File: src/verilog/video_pkg.sv
package video_pkg;

    ////////////////////
    // frame geometry
    localparam int line_width  = 16;
    localparam int frame_lines = 4;
    localparam int addr_bits   = 5;
    localparam int x_bits      = addr_bits - 1;
    localparam int line_bits   = $clog2(frame_lines);
    localparam int word_bits   = 12;
    localparam int pixel_bits  = 2 * word_bits;

    ////////////////////
    // timing in clocks
    localparam int in_h_start = 8;
    localparam int out_h_sync = 4;
    localparam int out_h_back = 6;

    // terminal counts for the sized counters
    localparam logic [x_bits-1:0]    x_last     = x_bits'(line_width - 1);
    localparam logic [x_bits-1:0]    porch_last = x_bits'(in_h_start - 2);
    localparam logic [x_bits-1:0]    sync_last  = x_bits'(out_h_sync - 1);
    localparam logic [x_bits-1:0]    back_last  = x_bits'(out_h_back - 1);
    localparam logic [line_bits-1:0] line_last  = line_bits'(frame_lines - 1);

    typedef enum logic [1:0] {
        c_idle,
        c_porch,
        c_active
    } capture_state_e;

    typedef enum logic [2:0] {
        o_wait,
        o_sync,
        o_back,
        o_active,
        o_repeat
    } output_state_e;

    // apb word addresses
    typedef enum logic [3:0] {
        reg_ctrl      = 4'h0,
        reg_highlight = 4'h4,
        reg_frames    = 4'h8
    } reg_addr_e;

endpackage

File: src/verilog/line_buffer.sv
`timescale 1ns/1ps

module line_buffer (
    input  logic                              clock,
    input  logic                              wr_en,
    input  logic [video_pkg::addr_bits-1:0]   wr_addr,
    input  logic [video_pkg::pixel_bits-1:0]  wr_data,
    input  logic [video_pkg::addr_bits-1:0]   rd_addr,
    output logic [video_pkg::pixel_bits-1:0]  rd_data
);
    // two line halves, selected by the top address bit
    logic [video_pkg::pixel_bits-1:0] mem [0:(1 << video_pkg::addr_bits) - 1];

    always_ff @(posedge clock) begin
        if (wr_en) begin
            mem[wr_addr] <= wr_data;
        end
    end

    // registered read, data one clock after address
    always_ff @(posedge clock) begin
        rd_data <= mem[rd_addr];
    end

endmodule

File: src/verilog/video_capture.sv
`timescale 1ns/1ps

module video_capture (
    input  logic                               clock,
    input  logic                               rst,
    input  logic                               vin_hsync_n,
    input  logic                               vin_vsync_n,
    input  logic [video_pkg::word_bits-1:0]    vin_data,
    output logic                               wr_en,
    output logic [video_pkg::addr_bits-1:0]    wr_addr,
    output logic [video_pkg::pixel_bits-1:0]   wr_data,
    output logic                               line_ready,
    output logic                               line_half,
    output logic                               line_first,
    output logic                               frame_done
);
    video_pkg::capture_state_e state;
    logic hsync_q;
    logic vsync_q;
    logic hsync_fall;
    logic vsync_fall;
    logic [video_pkg::x_bits-1:0] cnt;
    logic phase;
    logic [video_pkg::word_bits-1:0] first_word;
    logic half;
    logic line_end;
    logic [video_pkg::line_bits-1:0] line_cnt;

    assign hsync_fall = hsync_q && !vin_hsync_n;
    assign vsync_fall = vsync_q && !vin_vsync_n;

    always_ff @(posedge clock) begin
        if (rst) begin
            hsync_q <= 1'b1;
            vsync_q <= 1'b1;
        end else begin
            hsync_q <= vin_hsync_n;
            vsync_q <= vin_vsync_n;
        end
    end

    ////////////////////
    // line sequencer
    always_ff @(posedge clock) begin
        if (rst) begin
            state    <= video_pkg::c_idle;
            cnt      <= '0;
            phase    <= 1'b0;
            wr_en    <= 1'b0;
            line_end <= 1'b0;
        end else begin
            wr_en    <= 1'b0;
            line_end <= 1'b0;
            if (hsync_fall) begin
                state <= video_pkg::c_porch;
                cnt   <= '0;
            end else begin
                case (state)
                    video_pkg::c_porch: begin
                        if (cnt == video_pkg::porch_last) begin
                            state <= video_pkg::c_active;
                            cnt   <= '0;
                            phase <= 1'b0;
                        end else begin
                            cnt <= cnt + 1'b1;
                        end
                    end
                    video_pkg::c_active: begin
                        phase <= !phase;
                        if (phase) begin
                            wr_en <= 1'b1;
                            cnt   <= cnt + 1'b1;
                            if (cnt == video_pkg::x_last) begin
                                state    <= video_pkg::c_idle;
                                line_end <= 1'b1;
                            end
                        end
                    end
                    default: ;
                endcase
            end
        end
    end

    // first word is red and upper green, second is lower green and blue
    always_ff @(posedge clock) begin
        if (state == video_pkg::c_active && !phase) begin
            first_word <= vin_data;
        end
        if (state == video_pkg::c_active && phase) begin
            wr_addr <= {half, cnt};
            wr_data <= {first_word, vin_data};
        end
    end

    ////////////////////
    // handoff to output
    always_ff @(posedge clock) begin
        if (rst) begin
            line_ready <= 1'b0;
            line_half  <= 1'b0;
            line_first <= 1'b0;
            frame_done <= 1'b0;
            half       <= 1'b0;
            line_cnt   <= '0;
        end else begin
            line_ready <= line_end;
            frame_done <= line_end && (line_cnt == video_pkg::line_last);
            if (line_end) begin
                line_half  <= half;
                line_first <= (line_cnt == '0);
                half       <= !half;
            end
            if (vsync_fall) begin
                line_cnt <= '0;
            end else if (line_end) begin
                line_cnt <= (line_cnt == video_pkg::line_last) ? '0 : line_cnt + 1'b1;
            end
        end
    end

endmodule

File: src/verilog/video_output.sv
`timescale 1ns/1ps

module video_output (
    input  logic                              clock,
    input  logic                              rst,
    input  logic                              line_ready,
    input  logic                              line_half,
    input  logic                              line_first,
    input  logic [video_pkg::pixel_bits-1:0]  rd_data,
    input  logic                              line_doubler,
    input  logic                              osd_enable,
    input  logic [7:0]                        highlight_line,
    output logic [video_pkg::addr_bits-1:0]   rd_addr,
    output logic                              vout_hsync,
    output logic                              vout_vsync,
    output logic                              vout_de,
    output logic [video_pkg::pixel_bits-1:0]  vout_rgb
);
    video_pkg::output_state_e state;
    logic pend_valid;
    logic pend_half;
    logic pend_first;
    logic start;
    logic start_half;
    logic start_first;
    logic cur_half;
    logic cur_first;
    logic second;
    logic [video_pkg::x_bits-1:0] cnt;
    logic [video_pkg::x_bits-1:0] rd_x;
    logic [7:0] out_line;
    logic highlight;

    // pending entry wins over a pulse arriving in the same clock
    assign start       = (state == video_pkg::o_wait) && (pend_valid || line_ready);
    assign start_half  = pend_valid ? pend_half : line_half;
    assign start_first = pend_valid ? pend_first : line_first;

    ////////////////////
    // one-entry handoff
    always_ff @(posedge clock) begin
        if (rst) begin
            pend_valid <= 1'b0;
        end else if (line_ready && !(start && !pend_valid)) begin
            pend_valid <= 1'b1;
        end else if (start) begin
            pend_valid <= 1'b0;
        end
    end

    always_ff @(posedge clock) begin
        if (line_ready) begin
            pend_half  <= line_half;
            pend_first <= line_first;
        end
    end

    ////////////////////
    // line timing
    always_ff @(posedge clock) begin
        if (rst) begin
            state     <= video_pkg::o_wait;
            cnt       <= '0;
            second    <= 1'b0;
            cur_half  <= 1'b0;
            cur_first <= 1'b0;
            out_line  <= '0;
        end else begin
            case (state)
                video_pkg::o_wait: begin
                    if (start) begin
                        state     <= video_pkg::o_sync;
                        cnt       <= '0;
                        second    <= 1'b0;
                        cur_half  <= start_half;
                        cur_first <= start_first;
                        out_line  <= start_first ? '0 : out_line + 1'b1;
                    end
                end
                video_pkg::o_sync: begin
                    if (cnt == video_pkg::sync_last) begin
                        state <= video_pkg::o_back;
                        cnt   <= '0;
                    end else begin
                        cnt <= cnt + 1'b1;
                    end
                end
                video_pkg::o_back: begin
                    if (cnt == video_pkg::back_last) begin
                        state <= video_pkg::o_active;
                        cnt   <= '0;
                    end else begin
                        cnt <= cnt + 1'b1;
                    end
                end
                video_pkg::o_active: begin
                    if (cnt == video_pkg::x_last) begin
                        cnt   <= '0;
                        state <= (line_doubler && !second) ? video_pkg::o_repeat
                                                           : video_pkg::o_wait;
                    end else begin
                        cnt <= cnt + 1'b1;
                    end
                end
                video_pkg::o_repeat: begin
                    // same half again, next line number
                    state    <= video_pkg::o_sync;
                    second   <= 1'b1;
                    out_line <= out_line + 1'b1;
                end
                default: state <= video_pkg::o_wait;
            endcase
        end
    end

    // address runs one pixel ahead of de
    assign rd_x    = (state == video_pkg::o_active) ? cnt + 1'b1 : '0;
    assign rd_addr = {cur_half, rd_x};

    assign vout_hsync = (state == video_pkg::o_sync);
    assign vout_vsync = vout_hsync && cur_first && !second;
    assign vout_de    = (state == video_pkg::o_active);

    assign highlight = osd_enable && (out_line == highlight_line);
    assign vout_rgb  = !vout_de ? '0 : (highlight ? ~rd_data : rd_data);

endmodule

File: src/verilog/video_config.sv
`timescale 1ns/1ps

module video_config (
    input  logic        clock,
    input  logic        rst,
    input  logic        psel,
    input  logic        penable,
    input  logic        pwrite,
    input  logic [3:0]  paddr,
    input  logic [31:0] pwdata,
    input  logic        frame_done,
    output logic [31:0] prdata,
    output logic        pready,
    output logic        pslverr,
    output logic        line_doubler,
    output logic        osd_enable,
    output logic [7:0]  highlight_line
);
    video_pkg::reg_addr_e addr;
    logic access;
    logic mapped;
    logic [15:0] frames;

    assign addr   = video_pkg::reg_addr_e'(paddr);
    assign access = psel && penable;

    // no wait states
    assign pready = 1'b1;

    always_comb begin
        mapped = 1'b1;
        prdata = '0;
        case (addr)
            video_pkg::reg_ctrl:      prdata[1:0] = {osd_enable, line_doubler};
            video_pkg::reg_highlight: prdata[7:0] = highlight_line;
            video_pkg::reg_frames:    prdata[15:0] = frames;
            default:                  mapped = 1'b0;
        endcase
    end

    // frame counter is read only
    assign pslverr = access && (!mapped || (pwrite && addr == video_pkg::reg_frames));

    ////////////////////
    // register writes
    always_ff @(posedge clock) begin
        if (rst) begin
            line_doubler   <= 1'b0;
            osd_enable     <= 1'b0;
            highlight_line <= '0;
        end else if (access && pwrite) begin
            case (addr)
                video_pkg::reg_ctrl: begin
                    line_doubler <= pwdata[0];
                    osd_enable   <= pwdata[1];
                end
                video_pkg::reg_highlight: highlight_line <= pwdata[7:0];
                default: ;
            endcase
        end
    end

    always_ff @(posedge clock) begin
        if (rst) begin
            frames <= '0;
        end else if (frame_done) begin
            frames <= frames + 1'b1;
        end
    end

endmodule

File: src/verilog/dcx_video.sv
`timescale 1ns/1ps

module dcx_video (
    input  logic                              clock,
    input  logic                              rst,
    input  logic                              vin_hsync_n,
    input  logic                              vin_vsync_n,
    input  logic [video_pkg::word_bits-1:0]   vin_data,
    input  logic                              psel,
    input  logic                              penable,
    input  logic                              pwrite,
    input  logic [3:0]                        paddr,
    input  logic [31:0]                       pwdata,
    output logic [31:0]                       prdata,
    output logic                              pready,
    output logic                              pslverr,
    output logic                              vout_hsync,
    output logic                              vout_vsync,
    output logic                              vout_de,
    output logic [video_pkg::pixel_bits-1:0]  vout_rgb
);
    logic wr_en;
    logic [video_pkg::addr_bits-1:0] wr_addr;
    logic [video_pkg::pixel_bits-1:0] wr_data;
    logic [video_pkg::addr_bits-1:0] rd_addr;
    logic [video_pkg::pixel_bits-1:0] rd_data;
    logic line_ready;
    logic line_half;
    logic line_first;
    logic frame_done;
    logic line_doubler;
    logic osd_enable;
    logic [7:0] highlight_line;

    ////////////////////
    // input side
    video_capture video_capture_i (
        .clock(clock), .rst(rst),
        .vin_hsync_n(vin_hsync_n), .vin_vsync_n(vin_vsync_n), .vin_data(vin_data),
        .wr_en(wr_en), .wr_addr(wr_addr), .wr_data(wr_data),
        .line_ready(line_ready), .line_half(line_half), .line_first(line_first),
        .frame_done(frame_done)
    );

    line_buffer line_buffer_i (
        .clock(clock),
        .wr_en(wr_en), .wr_addr(wr_addr), .wr_data(wr_data),
        .rd_addr(rd_addr), .rd_data(rd_data)
    );

    ////////////////////
    // output side
    video_output video_output_i (
        .clock(clock), .rst(rst),
        .line_ready(line_ready), .line_half(line_half), .line_first(line_first),
        .rd_addr(rd_addr), .rd_data(rd_data),
        .line_doubler(line_doubler), .osd_enable(osd_enable),
        .highlight_line(highlight_line),
        .vout_hsync(vout_hsync), .vout_vsync(vout_vsync), .vout_de(vout_de),
        .vout_rgb(vout_rgb)
    );

    video_config video_config_i (
        .clock(clock), .rst(rst),
        .psel(psel), .penable(penable), .pwrite(pwrite), .paddr(paddr), .pwdata(pwdata),
        .prdata(prdata), .pready(pready), .pslverr(pslverr),
        .frame_done(frame_done),
        .line_doubler(line_doubler), .osd_enable(osd_enable),
        .highlight_line(highlight_line)
    );

endmodule

File: config.mk
export PLATFORM = sky130hd
export DESIGN_NAME = dcx_video
export DESIGN_NICKNAME = d
export VERILOG_FILES = /design/src/verilog/video_pkg.sv /design/src/verilog/line_buffer.sv /design/src/verilog/video_capture.sv /design/src/verilog/video_output.sv /design/src/verilog/video_config.sv /design/src/verilog/dcx_video.sv
export SDC_FILE = /design/constraint.sdc
export NUM_CORES = 1
export LEC_CHECK = 0
export BUFFER_PORTS_ARGS = -buffer_cell sky130_fd_sc_hd__buf_2
export CAP_MARGIN = 25
export CORE_MARGIN = 5
export CORE_UTILIZATION = 57
export DETAILED_ROUTE_END_ITERATION = 12
export PLACE_DENSITY = 0.74
export SLEW_MARGIN = 30
export SYNTH_ARGS = -nofsm -noshare
export SYNTH_HDL_FRONTEND = slang
export SYNTH_SLANG_ARGS = --single-unit
export TNS_END_PERCENT = 5
File: constraint.sdc
create_clock -name clock -period 2.75 [get_ports clock]
set_input_delay 0 -clock clock [delete_from_list [all_inputs] [get_ports clock]]
set_output_delay 0 -clock clock [all_outputs]
set_load 0.005 [all_outputs]
==> metrics.txt, run 1 <==
FF+latch count, synth=898; layout cells sized above 1=0.149; register area share after synthesis=0.724; final net count=~2,800; crit path capture type=flop; Ys Warns=0; Die Area=68,400 um2; CTS sink cnt=~900; ys async rst share=0; WL per Instance=about 26 um; WP data required=3.32 ns; filler cell count=4,231; Die X=262 um; ant diodes=0; synthesized area=between 30,000 and 40,000 um2; Slew HR=0.384; DP HPWL=between 50,000 and 60,000 um; Worst-Margin Slew=0.925 ns; Synth top area share=0.675; # rows=92; Worst EP arrival=~3.2 ns; CP Launch Type=flop; Worst Skew=between 0.02 and 0.03 ns; CTS tree=done; routed vias=about 23,000; Initial DRC Count=between 2,000 and 3,000; LEAKAGE=13.3 nW; Period minus WS final=approximately 2.6 ns; Detailed Routing Iterations Pass 1=6; Pwr per Cell Area=between 600 and 700 nW/um2; Synth area leader=edfxtp_1; setup ws final=0.110 ns; crit-path max FO=35; CP max stage delay=approximately 0.47 ns; number of synthesized flops with an enable pin=811; HP Class=in2reg; area of the multi-input gates=around 9200 um2; worst setup path class=reg2reg; status=completed; Netlist cell types=between 60 and 70; Core ar.=around 63,000 um2; vias in the first global route=between 20,000 and 25,000; GPL Wtd Cong=0.837; Critical-path top delay cell=buf_4; final core utilization=0.661; Fmax=379 MHz; initial core utilization=0.574; CP Cell Sequence=inv_1 > ha_2 > buf_4 > buf_4 > a211oi_1 > o21ai_0 > o211ai_1 > nand4_1; I/O pins=between 100 and 150; vias per cell=between 6 and 7; Setup violations, final=0; area delta synth->final=15.2%; clock root cell=clkbuf_16; worst skew pair latency=roughly 0.64 ns; WL final=92,800 um; initial antenna violation count=3; Final Max Tran Viols=0; Final period util=0.960; highest-count cells in the layout ignoring fill and taps=edfxtp_1, nand2_1, nor2b_1, a211oi_1, buf_4; Max-cap violations=0; first-pass GRT wire length=138,000 um; post-synthesis cell count=between 2,000 and 3,000; pre-CTS WS=around 0.18 ns; Clock transition at path regs=about 0.06 ns; commonest non-fill, non-tap cell in the layout=edfxtp_1; number of port buffers=between 70 and 80; total gr overflow=0; Longest Clk Path Bufs=3; Total Routing Usage GR=0.269; Final Hold Vio Count=0; Register Area=roughly 26,000 um2; VDD IR-drop max=464 uV; DRT antenna net count=0; H-tree depth=3; top cells by area, synth=edfxtp_1, dfxtp_1, nor2b_1; DRC viols=0; Avg Inst Size Synth=~14 um2; total CTS buffers=a little under 90; critical path's most frequent cell=buf_4; die height=approximately 260 um; largest net degree at the start of global routing=about 140; Post-CTS Setup Inserts=0; Top FF cell, synth=edfxtp_1
==> power by group <==
part           switching [mW]  internal (mW)
Clock                    5.06           7.32
Sequential             0.0294           14.7
Combinational           0.940          0.485
==> cell type report <==
cell class	count	area share
well taps	846	0.0255
flip-flops and latches	898	0.628
multi-input cells	1446	0.220
clock inverters	45	0.0126
inverters	14	0.00127
clock buffers	120	0.0599
repair buffers	265	0.0520
==> metrics by stage <==
step / cells / cell area (um2) / power (mW) / setup TNS [ns] / hold WS, ns
final: 3634 / 41500 / 28.5 / 0 / 0.0915
after global routing: 3634 / 41500 / 29.3 / -0.000639 / 0.0848
after CTS: 3634 / 41500 / 28.6 / 0 / 0.0609
after detailed placement: 3426 / 38100 / 16.4 / 0 / 0.191
after global placement: 3423 / 38000 / 16.3 / 0 / 0.192
after floorplan: 2560 / 36100 / 16.0 / 0 / 0.0342
==> synth_stat cells, types with 3 or more instances <==
library cell and instances:
dfxtp_1 87, clkbuf_1 99, buf_2 63, o21ai_0 75, nor2b_1 216, o31ai_1 3, buf_6 3, nor2_1 122
nor3_1 36, a31oi_1 95, buf_1 5, a22o_1 6, a2111oi_0 23, a211o_1 4, or2_0 20, a211oi_1 142
or2_2 9, and2_1 15, mux2i_1 47, a221oi_1 69, ha_1 10, o211ai_1 48, inv_1 13, nand4_1 32
edfxtp_1 811, nand3b_1 9, nor2_2 3, o2111ai_1 25, and3_1 3, nand2_1 231, nor4_1 26, buf_4 31
xnor2_1 41, or3b_2 3, xor2_1 15, nor4b_1 4, nand3_1 43, a21oi_1 21
==> critical path: cells and delay by family (launching register included) <==
family / cells / cell delay (ns)
buffers and inverters: 3 / 0.93
AOI/OAI and AO/OA: 3 / 0.64
DFF: 1 / 0.39
adders and majority gates: 1 / 0.36
and+or+nand+nor: 1 / 0.22
==> registers in the layout, indices dropped and copies added, names as in the netlist, 2 cells and up <==
| signal | count |
|---|---|
| video_config_i.highlight_line | 8 |
| video_capture_i.cnt | 4 |
| line_buffer_i.mem | 768 |
| video_capture_i.wr_addr | 5 |
| video_capture_i.first_word | 12 |
| line_buffer_i.rd_data | 24 |
| video_output_i.out_line | 8 |
| video_config_i.frames | 16 |
| video_output_i.state | 3 |
| video_capture_i.line_cnt | 2 |
| video_capture_i.state | 2 |
| video_capture_i.wr_data | 24 |
| video_output_i.cnt | 4 |
==> worst paths after layout <==
kind | from | to | slack [ns] | depth (start not counted)
max reg2reg | video_output_i.cnt[1]$_SDFFE_PP0P_ | line_buffer_i.rd_data[9]$_DFF_P_ | 0.11 | 8
min reg2reg | video_capture_i.first_word[0]$_DFFE_PN_ | video_capture_i.wr_data[12]$_DFFE_PP_ | 0.41 | 0
max | video_output_i.cnt[1]$_SDFFE_PP0P_ | line_buffer_i.rd_data[9]$_DFF_P_ | 0.11 | 8
min | vin_data[2] | video_capture_i.wr_data[2]$_DFFE_PP_ | 0.09 | 2
==> layer usage <==
layer / GRT usage / part of all wire
met5: 0 / 0.00022
met4: 0.108 / 0.041
met3: 0.0427 / 0.099
met2: 0.447 / 0.48
met1: 0.362 / 0.37
==> cells by family (layout without fill, tap and decap cells) <==
| kind of cell | after synthesis | count (layout) | share of synthesized area |
|---|---|---|---|
| other cells | 2 | 17 | 0.000208 |
| compound gates | 524 | 524 | 0.104 |
| mux | 49 | 49 | 0.0140 |
| simple gates | 788 | 788 | 0.112 |
| buf+inv | 216 | 444 | 0.0286 |
| fa+ha+maj | 10 | 10 | 0.00347 |
| xor+xnor | 58 | 58 | 0.0148 |
| flops | 898 | 898 | 0.724 |
==> what timing repair did <==
| item | CTS | global route |
|---|---|---|
| hold buffers | 43 | 0 |
| hold endpoints to repair | 67 | 0 |
| gates resized for setup | 0 | 4 |
| setup endpoints to repair | 0 | 3 |
Note: power is estimated with default switching activity, not from simulation.
==> run 2: changes to the inputs <==
--- a/config.mk
+++ b/config.mk
@@ -9,6 +9,7 @@
 export CAP_MARGIN = 25
 export CORE_MARGIN = 5
 export CORE_UTILIZATION = 57
+export CTS_BUF_LIST = sky130_fd_sc_hd__clkbuf_2
 export DETAILED_ROUTE_END_ITERATION = 12
 export PLACE_DENSITY = 0.74
 export SLEW_MARGIN = 30
==> metrics.txt, run 2 (synthesis results as in run 1) <==
die height=262 um; DRT antenna net count=0; first-pass GRT wire length=between 100,000 and 150,000 um; crit-path max FO=6; DRC viols=0; DP HPWL=~55,000 um; largest net degree at the start of global routing=143; worst reg2reg path startpoint=video_output_i.cnt[0]$_SDFFE_PP0P_; min-delay src=paddr[3]; initial antenna violation count=3; Max-cap violations=0; setup ws final=-0.302 ns; Net Sw Frac=0.249; Final Max Tran Viols=0; failing checks=setup timing; Period minus WS final=about 3.1 ns; status=complete, but fails checks; pre-CTS WS=0.180 ns; RSZ-0062 raised after global routing=true; H-tree depth=4; initial core utilization=0.574; Total Routing Usage GR=0.277; Core ar.=between 60,000 and 70,000 um2; Worst Skew=approximately 0.13 ns; worst setup path class=reg2out; WL per Instance=roughly 25 um; Initial DRC Count=2,831; Longest Clk Path Bufs=3; # rows=92; total gr overflow=0; Die Area=~70,000 um2; vias per cell=slightly above 6; crit path capture type=output port; Detailed Routing Iterations Pass 1=7; GPL Wtd Cong=approximately 0.84; total CTS buffers=between 200 and 250; CTS sink cnt=898; Final Hold Vio Count=0; Fmax=between 300 and 400 MHz; Internal=18.7 mW; final net count=2,949; CTS tree=done; Worst EP arrival=3.05 ns; commonest non-fill, non-tap cell in the layout=edfxtp_1; sequential share of power=0.589; vias in the first global route=approximately 24,000; VDD IR-drop max=about 350 uV; Comb power frac=0.059; setup TNS=-6.19 ns; area delta synth->final=14.3%; LEAKAGE=approximately 14 nW; clock root cell=clkbuf_2; WL final=96,100 um; Pwr per Cell Area=around 600 nW/um2; worst skew pair latency=1.42 ns; Worst-Margin Slew=0.845 ns; routed vias=between 20,000 and 25,000; worst setup path start=video_output_i.out_line[6]$_SDFFE_PP0P_; Sw Pwr=6.22 mW; biggest registers after layout=line_buffer_i.mem (768), line_buffer_i.rd_data (24), video_capture_i.wr_data (24); layout cells sized above 1=0.217; Clock transition at path regs=between 0.1 and 0.15 ns; highest-count cells in the layout ignoring fill and taps=edfxtp_1, clkbuf_2, nand2_1, nor2b_1, a211oi_1; Reg with most FFs=line_buffer_i.mem; WP data required=between 2 and 3 ns; Final period util=1.11; Slew HR=0.437; Die X=~260 um; CP Launch Type=flop; Setup violations, final=24; HP Class=in2reg; number of port buffers=74; max reg flops=roughly 770; I/O pins=around 120; Clock Power Share=0.351
==> run 2: cell count changes in the layout (fill, tap and decap cells not counted), sizes merged <==
cell | previous run | this run
clkbuf | 120 | 313
inv | 18 | 20
clkinv | 27 | 55
bufinv | 10 | 5
diode | 0 | 1
clkinvlp | 4 | 3
dlygate4sd3 | 43 | 84
buf | 222 | 229
==> run 2: power by group through the flow <==
stage	logic, mW	clock network [mW]	registers [mW]
after floorplan	1.01	0	15.0
after global routing	1.59	9.65	14.7
after detailed placement	1.36	0	15.0
final	1.48	8.76	14.7
after global placement	1.32	0	15.0
after CTS	1.45	8.86	14.7
==> run 2: metrics by stage <==
step | std cells | hold WS, ns | util | area (um2) | power (mW)
floorplan | 2560 | 0.0342 | - | 36100 | 16.0
global placement | 3423 | 0.192 | 0.605 | 38000 | 16.3
detailed placement | 3426 | 0.191 | 0.606 | 38100 | 16.4
CTS | 3891 | 0.0213 | 0.652 | 41000 | 25.0
global route | 3900 | 0.188 | 0.656 | 41200 | 25.9
finish | 3900 | 0.283 | 0.656 | 41200 | 24.9
==> run 2: layout make-up <==
class	count	area, um2
fillers	4423	21600
well taps	846	1060
repair buffers	315	2700
flip-flops and latches	898	26100
multi-input cells	1446	9280
inverters	14	52.6
clock inverters	69	440
clock buffers	311	1560
diodes	1	2.50
==> run 2: what timing repair did <==
action,CTS,global route
pin swaps,0,9
hold endpoints to repair,87,0
hold buffers,85,0
endpoints found under the setup margin,27,31
gates cloned,0,3
gates resized for setup,16,31
buffers inserted,0,5
==> run 2: worst paths after layout <==
path | endpoint | slack (ns) | cells after the start
worst max register to register | line_buffer_i.rd_data[5]$_DFF_P_ | 0.06 | 7
worst min-delay path | video_config_i.line_doubler$_SDFFE_PP0P_ | 0.28 | 6
worst min register to register | video_capture_i.wr_data[19]$_DFFE_PP_ | 0.42 | 0
worst max-delay path | vout_rgb[16] | -0.30 | 8
==> run 2: metal layers <==
metal / global-route usage / part of all wire / vias up
met3: 0.0587 / 0.10 / 218
met1: 0.363 / 0.37 / 11800
met2: 0.452 / 0.48 / 1433
met5: 0 / 0 / -
met4: 0.122 / 0.044 / 0
li1: - / - / 10600
==> run 2: critical path, cell delays in order, from the launching register on <==
cell and delay [ns]:
dfxtp_2 0.35, xnor2_1 0.22, nand3_2 0.14, nor3_4 0.24, buf_12 0.18, buf_16 0.18, xnor2_2 0.08, nor2_2 0.14
buf_2 0.14
